[config.mk]
export PLATFORM = sky130hd
export DESIGN_NAME = vid_top
export DESIGN_NICKNAME = d
export VERILOG_FILES = /design/src/hw/vid_pkg.sv /design/src/hw/vid_timing.sv /design/src/hw/vid_tile_layer.sv /design/src/hw/vid_mix_regs.sv /design/src/hw/vid_palette.sv /design/src/hw/vid_colmix.sv /design/src/hw/vid_top.sv
export VERILOG_INCLUDE_DIRS = /design/src /design/src/hw
export SDC_FILE = /design/constraint.sdc
export NUM_CORES = 2
export LEC_CHECK = 0
export BUFFER_PORTS_ARGS = -buffer_cell sky130_fd_sc_hd__buf_4
export CAP_MARGIN = 20
export CORE_MARGIN = 10
export CORE_UTILIZATION = 57
export DETAILED_ROUTE_END_ITERATION = 8
export PLACE_DENSITY = 0.77
export SKIP_CTS_REPAIR_TIMING = 1
export SLEW_MARGIN = 20
export SYNTH_ARGS = -nofsm -noshare
export SYNTH_HDL_FRONTEND = slang
export SYNTH_SLANG_ARGS = --single-unit
[constraint.sdc]
create_clock -name clk -period 2.2 [get_ports clk]
set_clock_uncertainty 0.15 [all_clocks]
set_input_delay 0 -clock clk [delete_from_list [all_inputs] [get_ports clk]]
set_output_delay 0 -clock clk [all_outputs]
set_load 0.01 [all_outputs]
[src/hw/vid_cfg.svh]
//##########################################################################
// Video subsystem configuration
// Raster geometry, memory address widths and pixel pipeline depth
//##########################################################################

`ifndef VID_CFG_SVH
`define VID_CFG_SVH

// Horizontal raster, in pixels
`define VID_H_TOTAL  64
`define VID_H_ACTIVE 48
`define VID_HS_START 52
`define VID_HS_LEN   4

// Vertical raster, in lines
`define VID_V_TOTAL  40
`define VID_V_ACTIVE 32
`define VID_VS_START 34
`define VID_VS_LEN   2

`define VID_CNT_W    9
`define VID_PAL_AW   6
`define VID_ROM_AW   12

// Pixel enables from raster to RGB
`define VID_PIPE     3

`endif

[src/hw/vid_pkg.sv]
//##########################################################################
// Video subsystem types
// Raster bundle, pixel word, mixer controls and CPU bus
//##########################################################################

`default_nettype none

`include "vid_cfg.svh"

package vid_pkg;

    typedef struct packed {
        logic [`VID_CNT_W-1:0] hdump;
        logic [`VID_CNT_W-1:0] vdump;
        logic                  lhbl;
        logic                  lvbl;
        logic                  hs;
        logic                  vs;
    } raster_t;

    // Also used as palette index, layer:bank:colour
    typedef struct packed {
        logic       layer;
        logic       bank;
        logic [3:0] colour;
    } pixel_t;

    typedef struct packed {
        logic [7:0] scroll_x;
        logic       tile_bank;
        logic       tile_over;
        logic       dim_en;
        logic [1:0] dim_amt;
    } mix_cfg_t;

    typedef struct packed {
        logic [6:0]  addr;
        logic [15:0] wdata;
        logic        we;
    } cpu_bus_t;

endpackage

`default_nettype wire

[src/hw/vid_timing.sv]
//##########################################################################
// Raster timing generator
// Pixel and line counters with blanking, sync and a frame counter
//##########################################################################

`timescale 1ns/100ps
`default_nettype none

`include "vid_cfg.svh"

module vid_timing import vid_pkg::*; (
    input  logic       clk,
    input  logic       rst_n,
    input  logic       pxl_cen,
    output raster_t    raster,
    output logic [7:0] frame_cnt
);

    localparam logic [`VID_CNT_W-1:0] H_LAST   = `VID_H_TOTAL - 1;
    localparam logic [`VID_CNT_W-1:0] H_ACT    = `VID_H_ACTIVE;
    localparam logic [`VID_CNT_W-1:0] HS_START = `VID_HS_START;
    localparam logic [`VID_CNT_W-1:0] HS_END   = `VID_HS_START + `VID_HS_LEN;
    localparam logic [`VID_CNT_W-1:0] V_LAST   = `VID_V_TOTAL - 1;
    localparam logic [`VID_CNT_W-1:0] V_ACT    = `VID_V_ACTIVE;
    localparam logic [`VID_CNT_W-1:0] VS_START = `VID_VS_START;
    localparam logic [`VID_CNT_W-1:0] VS_END   = `VID_VS_START + `VID_VS_LEN;
    localparam logic [`VID_CNT_W-1:0] VS_PREV  = `VID_VS_START - 1;

    logic [`VID_CNT_W-1:0] hdump;
    logic [`VID_CNT_W-1:0] vdump;

    always_ff @(posedge clk) begin
        if (!rst_n) begin
            hdump     <= '0;
            vdump     <= '0;
            frame_cnt <= '0;
        end else if (pxl_cen) begin
            if (hdump == H_LAST) begin
                hdump <= '0;
                vdump <= (vdump == V_LAST) ? '0 : vdump + 1'b1;
                // Frame counts on the line where vs starts
                if (vdump == VS_PREV) begin
                    frame_cnt <= frame_cnt + 8'd1;
                end
            end else begin
                hdump <= hdump + 1'b1;
            end
        end
    end

    // Blanking and sync decode straight from the counters
    always_comb begin
        raster.hdump = hdump;
        raster.vdump = vdump;
        raster.lhbl  = hdump < H_ACT;
        raster.lvbl  = vdump < V_ACT;
        raster.hs    = (hdump >= HS_START) && (hdump < HS_END);
        raster.vs    = (vdump >= VS_START) && (vdump < VS_END);
    end

endmodule

`default_nettype wire

[src/hw/vid_tile_layer.sv]
//##########################################################################
// Scrolling tile layer
// Forms tile ROM row addresses from the scrolled raster position, latches
// the returned row and extracts one 4-bit pixel per pixel enable
//##########################################################################

`timescale 1ns/100ps
`default_nettype none

`include "vid_cfg.svh"

module vid_tile_layer import vid_pkg::*; (
    input  logic                   clk,
    input  logic                   rst_n,
    input  logic                   pxl_cen,
    input  raster_t                raster,
    input  mix_cfg_t               cfg,
    input  logic [31:0]            rom_data,
    output logic [`VID_ROM_AW-1:0] rom_addr,
    output logic                   rom_cs,
    output pixel_t                 tile_pxl
);

    logic [`VID_CNT_W-1:0] col;
    logic [2:0]            sel_q;
    logic [2:0]            idx_q;
    logic [31:0]           row_q;
    logic                  bank_q;

    // Scrolled column, 8 pixels per ROM word
    assign col = raster.hdump + {1'b0, cfg.scroll_x};

    // Address is line row in the upper bits, tile column below it
    assign rom_addr = {{(`VID_ROM_AW - 11){1'b0}}, raster.vdump[4:0], col[8:3]};
    assign rom_cs   = raster.lvbl;

    // Nibble index follows the address by one clock, like the ROM data
    always_ff @(posedge clk) begin
        if (!rst_n) begin
            sel_q <= '0;
        end else begin
            sel_q <= col[2:0];
        end
    end

    // Row latch on the next pixel enable
    always_ff @(posedge clk) begin
        if (!rst_n) begin
            row_q  <= '0;
            idx_q  <= '0;
            bank_q <= 1'b0;
        end else if (pxl_cen) begin
            row_q  <= rom_data;
            idx_q  <= sel_q;
            bank_q <= cfg.tile_bank;
        end
    end

    // Pixel 0 sits in bits 3:0
    always_comb begin
        tile_pxl.layer  = 1'b0;
        tile_pxl.bank   = bank_q;
        tile_pxl.colour = row_q[{idx_q, 2'b00} +: 4];
    end

endmodule

`default_nettype wire

[src/hw/vid_mix_regs.sv]
//##########################################################################
// Mixer register block
// CPU-written scroll, bank, priority and dimming controls with read-back
//##########################################################################

`timescale 1ns/100ps
`default_nettype none

module vid_mix_regs import vid_pkg::*; (
    input  logic        clk,
    input  logic        rst_n,
    input  cpu_bus_t    bus,
    input  logic        regs_cs,
    input  logic [7:0]  frame_cnt,
    output mix_cfg_t    cfg,
    output logic [15:0] reg_rdata
);

    logic        wr_en;
    logic        rd_en;
    logic [15:0] rd_mux;

    assign wr_en = regs_cs && bus.we;
    assign rd_en = regs_cs && !bus.we;

    always_ff @(posedge clk) begin
        if (!rst_n) begin
            cfg <= '0;
        end else if (wr_en) begin
            case (bus.addr)
                7'd0: cfg.scroll_x <= bus.wdata[7:0];
                7'd1: begin
                    cfg.tile_bank <= bus.wdata[0];
                    cfg.tile_over <= bus.wdata[1];
                end
                7'd2: begin
                    cfg.dim_en  <= bus.wdata[0];
                    cfg.dim_amt <= bus.wdata[2:1];
                end
                default: ;
            endcase
        end
    end

    // Undefined bits and addresses read as zero
    always_comb begin
        case (bus.addr)
            7'd0:    rd_mux = {8'd0, cfg.scroll_x};
            7'd1:    rd_mux = {14'd0, cfg.tile_over, cfg.tile_bank};
            7'd2:    rd_mux = {13'd0, cfg.dim_amt, cfg.dim_en};
            7'd3:    rd_mux = {8'd0, frame_cnt};
            default: rd_mux = 16'd0;
        endcase
    end

    // Held until the next read
    always_ff @(posedge clk) begin
        if (!rst_n) begin
            reg_rdata <= '0;
        end else if (rd_en) begin
            reg_rdata <= rd_mux;
        end
    end

endmodule

`default_nettype wire

[src/hw/vid_palette.sv]
//##########################################################################
// Palette RAM
// 64 x 15-bit colours, CPU write and read-back port plus a pixel lookup
// port read every clock
//##########################################################################

`timescale 1ns/100ps
`default_nettype none

`include "vid_cfg.svh"

module vid_palette import vid_pkg::*; (
    input  logic        clk,
    input  cpu_bus_t    bus,
    input  logic        pal_cs,
    input  pixel_t      lookup_idx,
    output logic [15:0] pal_rdata,
    output logic [15:0] lookup_color
);

    localparam int DEPTH = 1 << `VID_PAL_AW;

    // Blue 14:10, green 9:5, red 4:0
    logic [14:0] mem [DEPTH];

    logic [`VID_PAL_AW-1:0] cpu_addr;
    logic [`VID_PAL_AW-1:0] pxl_addr;

    assign cpu_addr = bus.addr[`VID_PAL_AW-1:0];
    assign pxl_addr = lookup_idx;

    // CPU port, the only writer
    always_ff @(posedge clk) begin
        if (pal_cs && bus.we) begin
            mem[cpu_addr] <= bus.wdata[14:0];
        end
    end

    // Read-back holds until the next read
    always_ff @(posedge clk) begin
        if (pal_cs && !bus.we) begin
            pal_rdata <= {1'b0, mem[cpu_addr]};
        end
    end

    // Lookup port, free running
    always_ff @(posedge clk) begin
        lookup_color <= {1'b0, mem[pxl_addr]};
    end

endmodule

`default_nettype wire

[src/hw/vid_colmix.sv]
//##########################################################################
// Colour mixer
// Tile/sprite priority, palette lookup, shadow dimming, blanking and
// expansion to 8-bit RGB, with the raster delayed to match
//##########################################################################

`timescale 1ns/100ps
`default_nettype none

`include "vid_cfg.svh"

module vid_colmix import vid_pkg::*; (
    input  logic        clk,
    input  logic        rst_n,
    input  logic        pxl_cen,
    input  raster_t     raster,
    input  pixel_t      tile_pxl,
    input  pixel_t      obj_pxl,
    input  logic        obj_shadow,
    input  mix_cfg_t    cfg,
    output pixel_t      lookup_idx,
    input  logic [15:0] lookup_color,
    output logic [7:0]  red,
    output logic [7:0]  green,
    output logic [7:0]  blue,
    output raster_t     raster_out
);

    raster_t    rpipe [`VID_PIPE];
    pixel_t     obj_q;
    logic       shd_q;
    logic       dim_q;
    logic [1:0] amt_q;
    logic       obj_wins;
    logic       blank;

    // Shift right by the dim amount, then repeat the top 3 bits below
    function automatic logic [7:0] chan(input logic [4:0] c, input logic dim,
                                        input logic [1:0] amt);
        logic [4:0] d;
        d    = dim ? (c >> amt) : c;
        chan = {d, d[4:2]};
    endfunction

    assign obj_wins = (obj_q.colour != 4'd0) &&
                      !(cfg.tile_over && (tile_pxl.colour != 4'd0));
    assign blank    = !rpipe[`VID_PIPE-2].lhbl || !rpipe[`VID_PIPE-2].lvbl;
    assign raster_out = rpipe[`VID_PIPE-1];

    always_ff @(posedge clk) begin
        if (!rst_n) begin
            rpipe      <= '{default: '0};
            obj_q      <= '0;
            shd_q      <= 1'b0;
            lookup_idx <= '0;
            dim_q      <= 1'b0;
            amt_q      <= '0;
            red        <= '0;
            green      <= '0;
            blue       <= '0;
        end else if (pxl_cen) begin
            rpipe[0] <= raster;
            for (int i = 1; i < `VID_PIPE; i++) begin
                rpipe[i] <= rpipe[i-1];
            end
            // Sprite sampled in step with the tile row latch
            obj_q <= obj_pxl;
            shd_q <= obj_shadow;
            // Selection drives the palette lookup port
            lookup_idx <= obj_wins ? obj_q : tile_pxl;
            dim_q      <= shd_q && cfg.dim_en;
            amt_q      <= cfg.dim_amt;
            // Palette data arrived one clock after the selection
            red   <= blank ? 8'd0 : chan(lookup_color[4:0], dim_q, amt_q);
            green <= blank ? 8'd0 : chan(lookup_color[9:5], dim_q, amt_q);
            blue  <= blank ? 8'd0 : chan(lookup_color[14:10], dim_q, amt_q);
        end
    end

endmodule

`default_nettype wire

[src/hw/vid_top.sv]
//##########################################################################
// Video subsystem top level
// Timing, tile layer, mixer registers, palette and colour mixer
//##########################################################################

`timescale 1ns/100ps
`default_nettype none

`include "vid_cfg.svh"

module vid_top import vid_pkg::*; (
    input  logic                   clk,
    input  logic                   rst_n,
    input  logic                   pxl_cen,
    input  cpu_bus_t               bus,
    input  logic                   regs_cs,
    input  logic                   pal_cs,
    input  logic [31:0]            rom_data,
    input  pixel_t                 obj_pxl,
    input  logic                   obj_shadow,
    output logic [15:0]            cpu_rdata,
    output logic [`VID_ROM_AW-1:0] rom_addr,
    output logic                   rom_cs,
    output logic [7:0]             red,
    output logic [7:0]             green,
    output logic [7:0]             blue,
    output logic                   lhbl,
    output logic                   lvbl,
    output logic                   hs,
    output logic                   vs
);

    raster_t     raster;
    raster_t     raster_out;
    mix_cfg_t    cfg;
    pixel_t      tile_pxl;
    pixel_t      lookup_idx;
    logic [15:0] lookup_color;
    logic [15:0] reg_rdata;
    logic [15:0] pal_rdata;
    logic [7:0]  frame_cnt;
    logic        rd_pal_q;

    // Source of the last read, both read registers hold their data
    always_ff @(posedge clk) begin
        if (!rst_n) begin
            rd_pal_q <= 1'b0;
        end else if ((regs_cs || pal_cs) && !bus.we) begin
            rd_pal_q <= pal_cs;
        end
    end

    assign cpu_rdata = rd_pal_q ? pal_rdata : reg_rdata;

    assign lhbl = raster_out.lhbl;
    assign lvbl = raster_out.lvbl;
    assign hs   = raster_out.hs;
    assign vs   = raster_out.vs;

    vid_timing i_timing (
        .clk(clk), .rst_n(rst_n), .pxl_cen(pxl_cen),
        .raster(raster), .frame_cnt(frame_cnt)
    );

    vid_tile_layer i_tile (
        .clk(clk), .rst_n(rst_n), .pxl_cen(pxl_cen), .raster(raster), .cfg(cfg),
        .rom_data(rom_data), .rom_addr(rom_addr), .rom_cs(rom_cs), .tile_pxl(tile_pxl)
    );

    vid_mix_regs i_regs (
        .clk(clk), .rst_n(rst_n), .bus(bus), .regs_cs(regs_cs),
        .frame_cnt(frame_cnt), .cfg(cfg), .reg_rdata(reg_rdata)
    );

    vid_palette i_pal (
        .clk(clk), .bus(bus), .pal_cs(pal_cs), .lookup_idx(lookup_idx),
        .pal_rdata(pal_rdata), .lookup_color(lookup_color)
    );

    vid_colmix i_colmix (
        .clk(clk), .rst_n(rst_n), .pxl_cen(pxl_cen), .raster(raster),
        .tile_pxl(tile_pxl), .obj_pxl(obj_pxl), .obj_shadow(obj_shadow), .cfg(cfg),
        .lookup_idx(lookup_idx), .lookup_color(lookup_color),
        .red(red), .green(green), .blue(blue), .raster_out(raster_out)
    );

endmodule

`default_nettype wire

==> qor.yml <==
outcome:
  status: "finished with violations"
  violations: "negative setup slack"
die:
  die_x_um: 320
  dieArea_um2: 103000
  die_h_um: 320
  coreArea_um2: 89700
  rows: 110
  initial_core_util_pct: 57.3
  pin_count: 125
synthesis:
  synth_top_area_share_pct: 56.9
  synthArstFlopShare_pct: 0
  yosysSeqAreaShare_pct: 62.6
  muxShareOfSynthArea_pct: 23.0
  synthCells: 2965
  synthTopCellsByArea: "edfxtp_1, mux4_2, dfxtp_1, mux2i_1, a22oi_1"
  synthXorXnorAreaFrac_pct: 0.426
  ys_warn_count: 0
  synth_most_common_cell: "edfxtp_1"
  synth_ff_type: "edfxtp_1"
  yosysTopAreaCell: "edfxtp_1"
  syn_area_um2: 51400
  synth_top_family_by_area: "multiplexers"
  synth_cell_types: 69
  synth_simple_gate_area_share_pct: 4.99
  synthAdderAreaFrac_pct: 0.331
  synth_common_cells: "edfxtp_1, mux4_2, a22oi_1, mux2i_1, dfxtp_1"
  synth_enable_flop_cells: 975
  synth_compound_area_share_pct: 6.22
  syn_area_per_cell_um2: 17.3
  ys_seq_elements: 1120
finish:
  area_growth_pct: 27.2
  stdcell_count: 4972
  drive_above_1_share_pct: 41.8
  post-route-cell-area_um2: 65400
  fin_nets: 3779
clocking:
  cts_max_level: 3
  clock_path_buffers: 3
  clkSlewWorstSetupHoldPaths_ns: 0.07
  cts_buffers: 112
  clock_sinks: 1120
  cts_tree: "yes"
  clock_latency_ns: 0.73
  cts_root_buf: "clkbuf_16"
critical_path:
  crit_arrival_ns: 2.93
  path_cells: "ha_4, fa_2, a21o_1, a21oi_2, o21ai_2, o41ai_2, xnor2_1, buf_4"
  path_class: "register to output pin"
  max_stage_delay_ns: 0.40
  cp-end-kind: "output pin"
  required_ns: 2.05
  start_kind: "register"
  slowest_stage: "fa_2"
  path_max_fanout: 2
grt:
  grt.overflow.total: 0
  grt_max_degree: 94
  grt_pass1_vias: 34500
  grt_pass1_wl_mm: 235
  antenna_found_initial: 8
  grtUsageTotal_pct: 31.4
timing:
  fmax_mhz: 324
  setup_violations: 31
  fin_crit_sh_pct: 140
  drv_slew: 0
  fin_crit_ns: 3.08
  tightestPinTransition_ns: 1.31
  max_slew_margin_pct: 12.3
  layout_setup_ws_ns: -0.883
  tns_ns: -8.84
  rsz0062_at_grt: "true"
  final_hold_viol_count: 0
detailed_routing:
  drt_iter0_markers: 5114
  wl_mm: 172
  dr.pass1.iters: 6
  vias_per_cell: 7.08
  route.detailed.drc: 0
  routedWlPerCell_um: 34.7
  vias: 35200
  ant_nets: 0
power_and_ir_drop:
  internal_power_mw: 37.3
  p_clk_share_pct: 40.1
  ir_drop_uv: 847
  seq_power_share_pct: 47.8
  power_frac_comb_pct: 12.1
  swShare_pct: 24.1
  cellLeakagePower_nw: 22.3
  power.density_nw_per_um2: 752
  p_switching_mw: 11.9
place:
  hpwl_mm: 108
  gp_congestion: 0.971
  dpl.cell_count: 4559
  place_area_um2: 58500
  io_buffer_count: 121
min_path:
  holdCritPathClass: "primary input to register"
run:
  max_cap_viol_count: 0
power groups by stage:
stage	registers [mW]	clock network [mW]	logic [mW]
floorplan	23.8	0	2.59
global placement	23.9	0	4.85
detailed placement	24.0	0	4.96
CTS	23.5	19.7	5.01
global route	23.5	20.6	6.09
finish	23.5	19.7	5.94
area by class of cell:
type | instances | area, um^2
flip-flops and latches | 1120 | 32200
multi-input cells | 1587 | 19100
well taps | 1176 | 1470
repair buffers | 866 | 8850
clock inverters | 77 | 862
clock buffers | 134 | 2930
fillers | 4995 | 24300
inverters | 11 | 41.3
diodes | 1 | 2.50
worst paths after layout:
check                                 startpoint                         endpoint  slack [ns]  cells past startpoint
min                                      bus[20]       i_regs.cfg[6]$_SDFFE_PN0P_        0.05                      7
max               i_timing.hdump[0]$_SDFFE_PN0P_                      rom_addr[5]       -0.88                      8
min reg2reg      i_colmix.rpipe[44]$_SDFFE_PN0P_  i_colmix.rpipe[44]$_SDFFE_PN0P_        0.34                      2
max reg2reg  i_colmix.lookup_idx[0]$_SDFFE_PN0P_   i_pal.lookup_color[12]$_DFF_P_       -0.47                      9
state kept, by name, indices dropped and copies added (netlist names), 2 cells and up:
name / count
i_colmix.raster_out: 4
i_tile.sel_q: 3
i_tile.row_q: 32
i_pal.pal_rdata: 15
i_timing.frame_cnt: 8
i_timing.hdump: 9
i_colmix.rpipe: 8
i_colmix.amt_q: 2
i_colmix.blue: 5
i_colmix.lookup_idx: 6
i_timing.vdump: 9
i_regs.reg_rdata: 8
i_colmix.green: 5
i_colmix.obj_q: 6
i_tile.idx_q: 3
i_regs.cfg: 13
i_pal.mem: 960
i_colmix.red: 5
i_pal.lookup_color: 15
per-layer routing:
layer / track usage [%] / part of all wire [%] / up-vias
li1: - / - / 13800
met1: 38.5 / 32 / 17700
met2: 49.6 / 48 / 3034
met3: 8.10 / 13 / 681
met4: 19.8 / 7.7 / 2
met5: 0 / 0.0093 / -
stage by stage:
| stage | power [mW] | util, % | hold WS, ns | setup WS (ns) |
|---|---|---|---|---|
| 3_3_place_gp | 28.8 | 65.2 | 0.112 | -0.583 |
| 2_1_floorplan | 26.4 | - | -0.0511 | -0.0878 |
| 4_1_cts | 48.2 | 69.4 | -0.631 | -0.966 |
| 3_5_place_dp | 28.9 | 65.2 | 0.116 | -0.648 |
| 5_1_grt | 50.2 | 72.9 | 0.0555 | -0.938 |
| 6_report | 49.2 | 72.9 | 0.0528 | -0.883 |
critical path: cells and delay by family, from the launching register on:
kind | cells | cell delay, ns
DFF | 1 | 0.34
xor gates and xnor gates | 1 | 0.23
adders and majority gates | 2 | 0.57
buffers and inverters | 1 | 0.19
AOI/OAI and AO/OA | 4 | 0.89
cells by family after synthesis:
kind of cell               after synthesis
muxes                                  619
AOI/OAI and AO/OA                      437
other                                    1
buffers and inverters                  259
xor gates and xnor gates                25
adders and majority gates               13
and+or+nand+nor                        491
DFF                                   1120
cells in the final DEF (no fill, tap or decap), types with 10 or more instances in the layout:
| master | instances |
|---|---|
| ha_1 | 11 |
| and2_1 | 24 |
| dlygate4sd3_1 | 132 |
| clkbuf_16 | 115 |
| a22o_1 | 43 |
| buf_12 | 137 |
| a21oi_1 | 34 |
| clkinv_1 | 23 |
| nor2_1 | 88 |
| nor4_1 | 10 |
| bufinv_16 | 15 |
| mux2i_1 | 153 |
| edfxtp_1 | 975 |
| nand2_1 | 65 |
| xor2_1 | 10 |
| inv_1 | 10 |
| clkinv_2 | 23 |
| nand3_1 | 24 |
| buf_6 | 34 |
| nor2_2 | 21 |
| nor2b_1 | 118 |
| mux4_2 | 449 |
| a22oi_1 | 81 |
| nand2b_1 | 21 |
| buf_4 | 549 |
| a22oi_2 | 72 |
| xnor2_1 | 13 |
| nand4_1 | 14 |
| o21ai_0 | 45 |
| nand2_2 | 16 |
| mux2_2 | 17 |
| a221oi_1 | 37 |
| o221ai_2 | 12 |
| dfxtp_1 | 139 |
| o22ai_1 | 18 |
| nor3_1 | 18 |
| clkbuf_1 | 18 |
No activity file was read; power rests on OpenSTA's default activity.
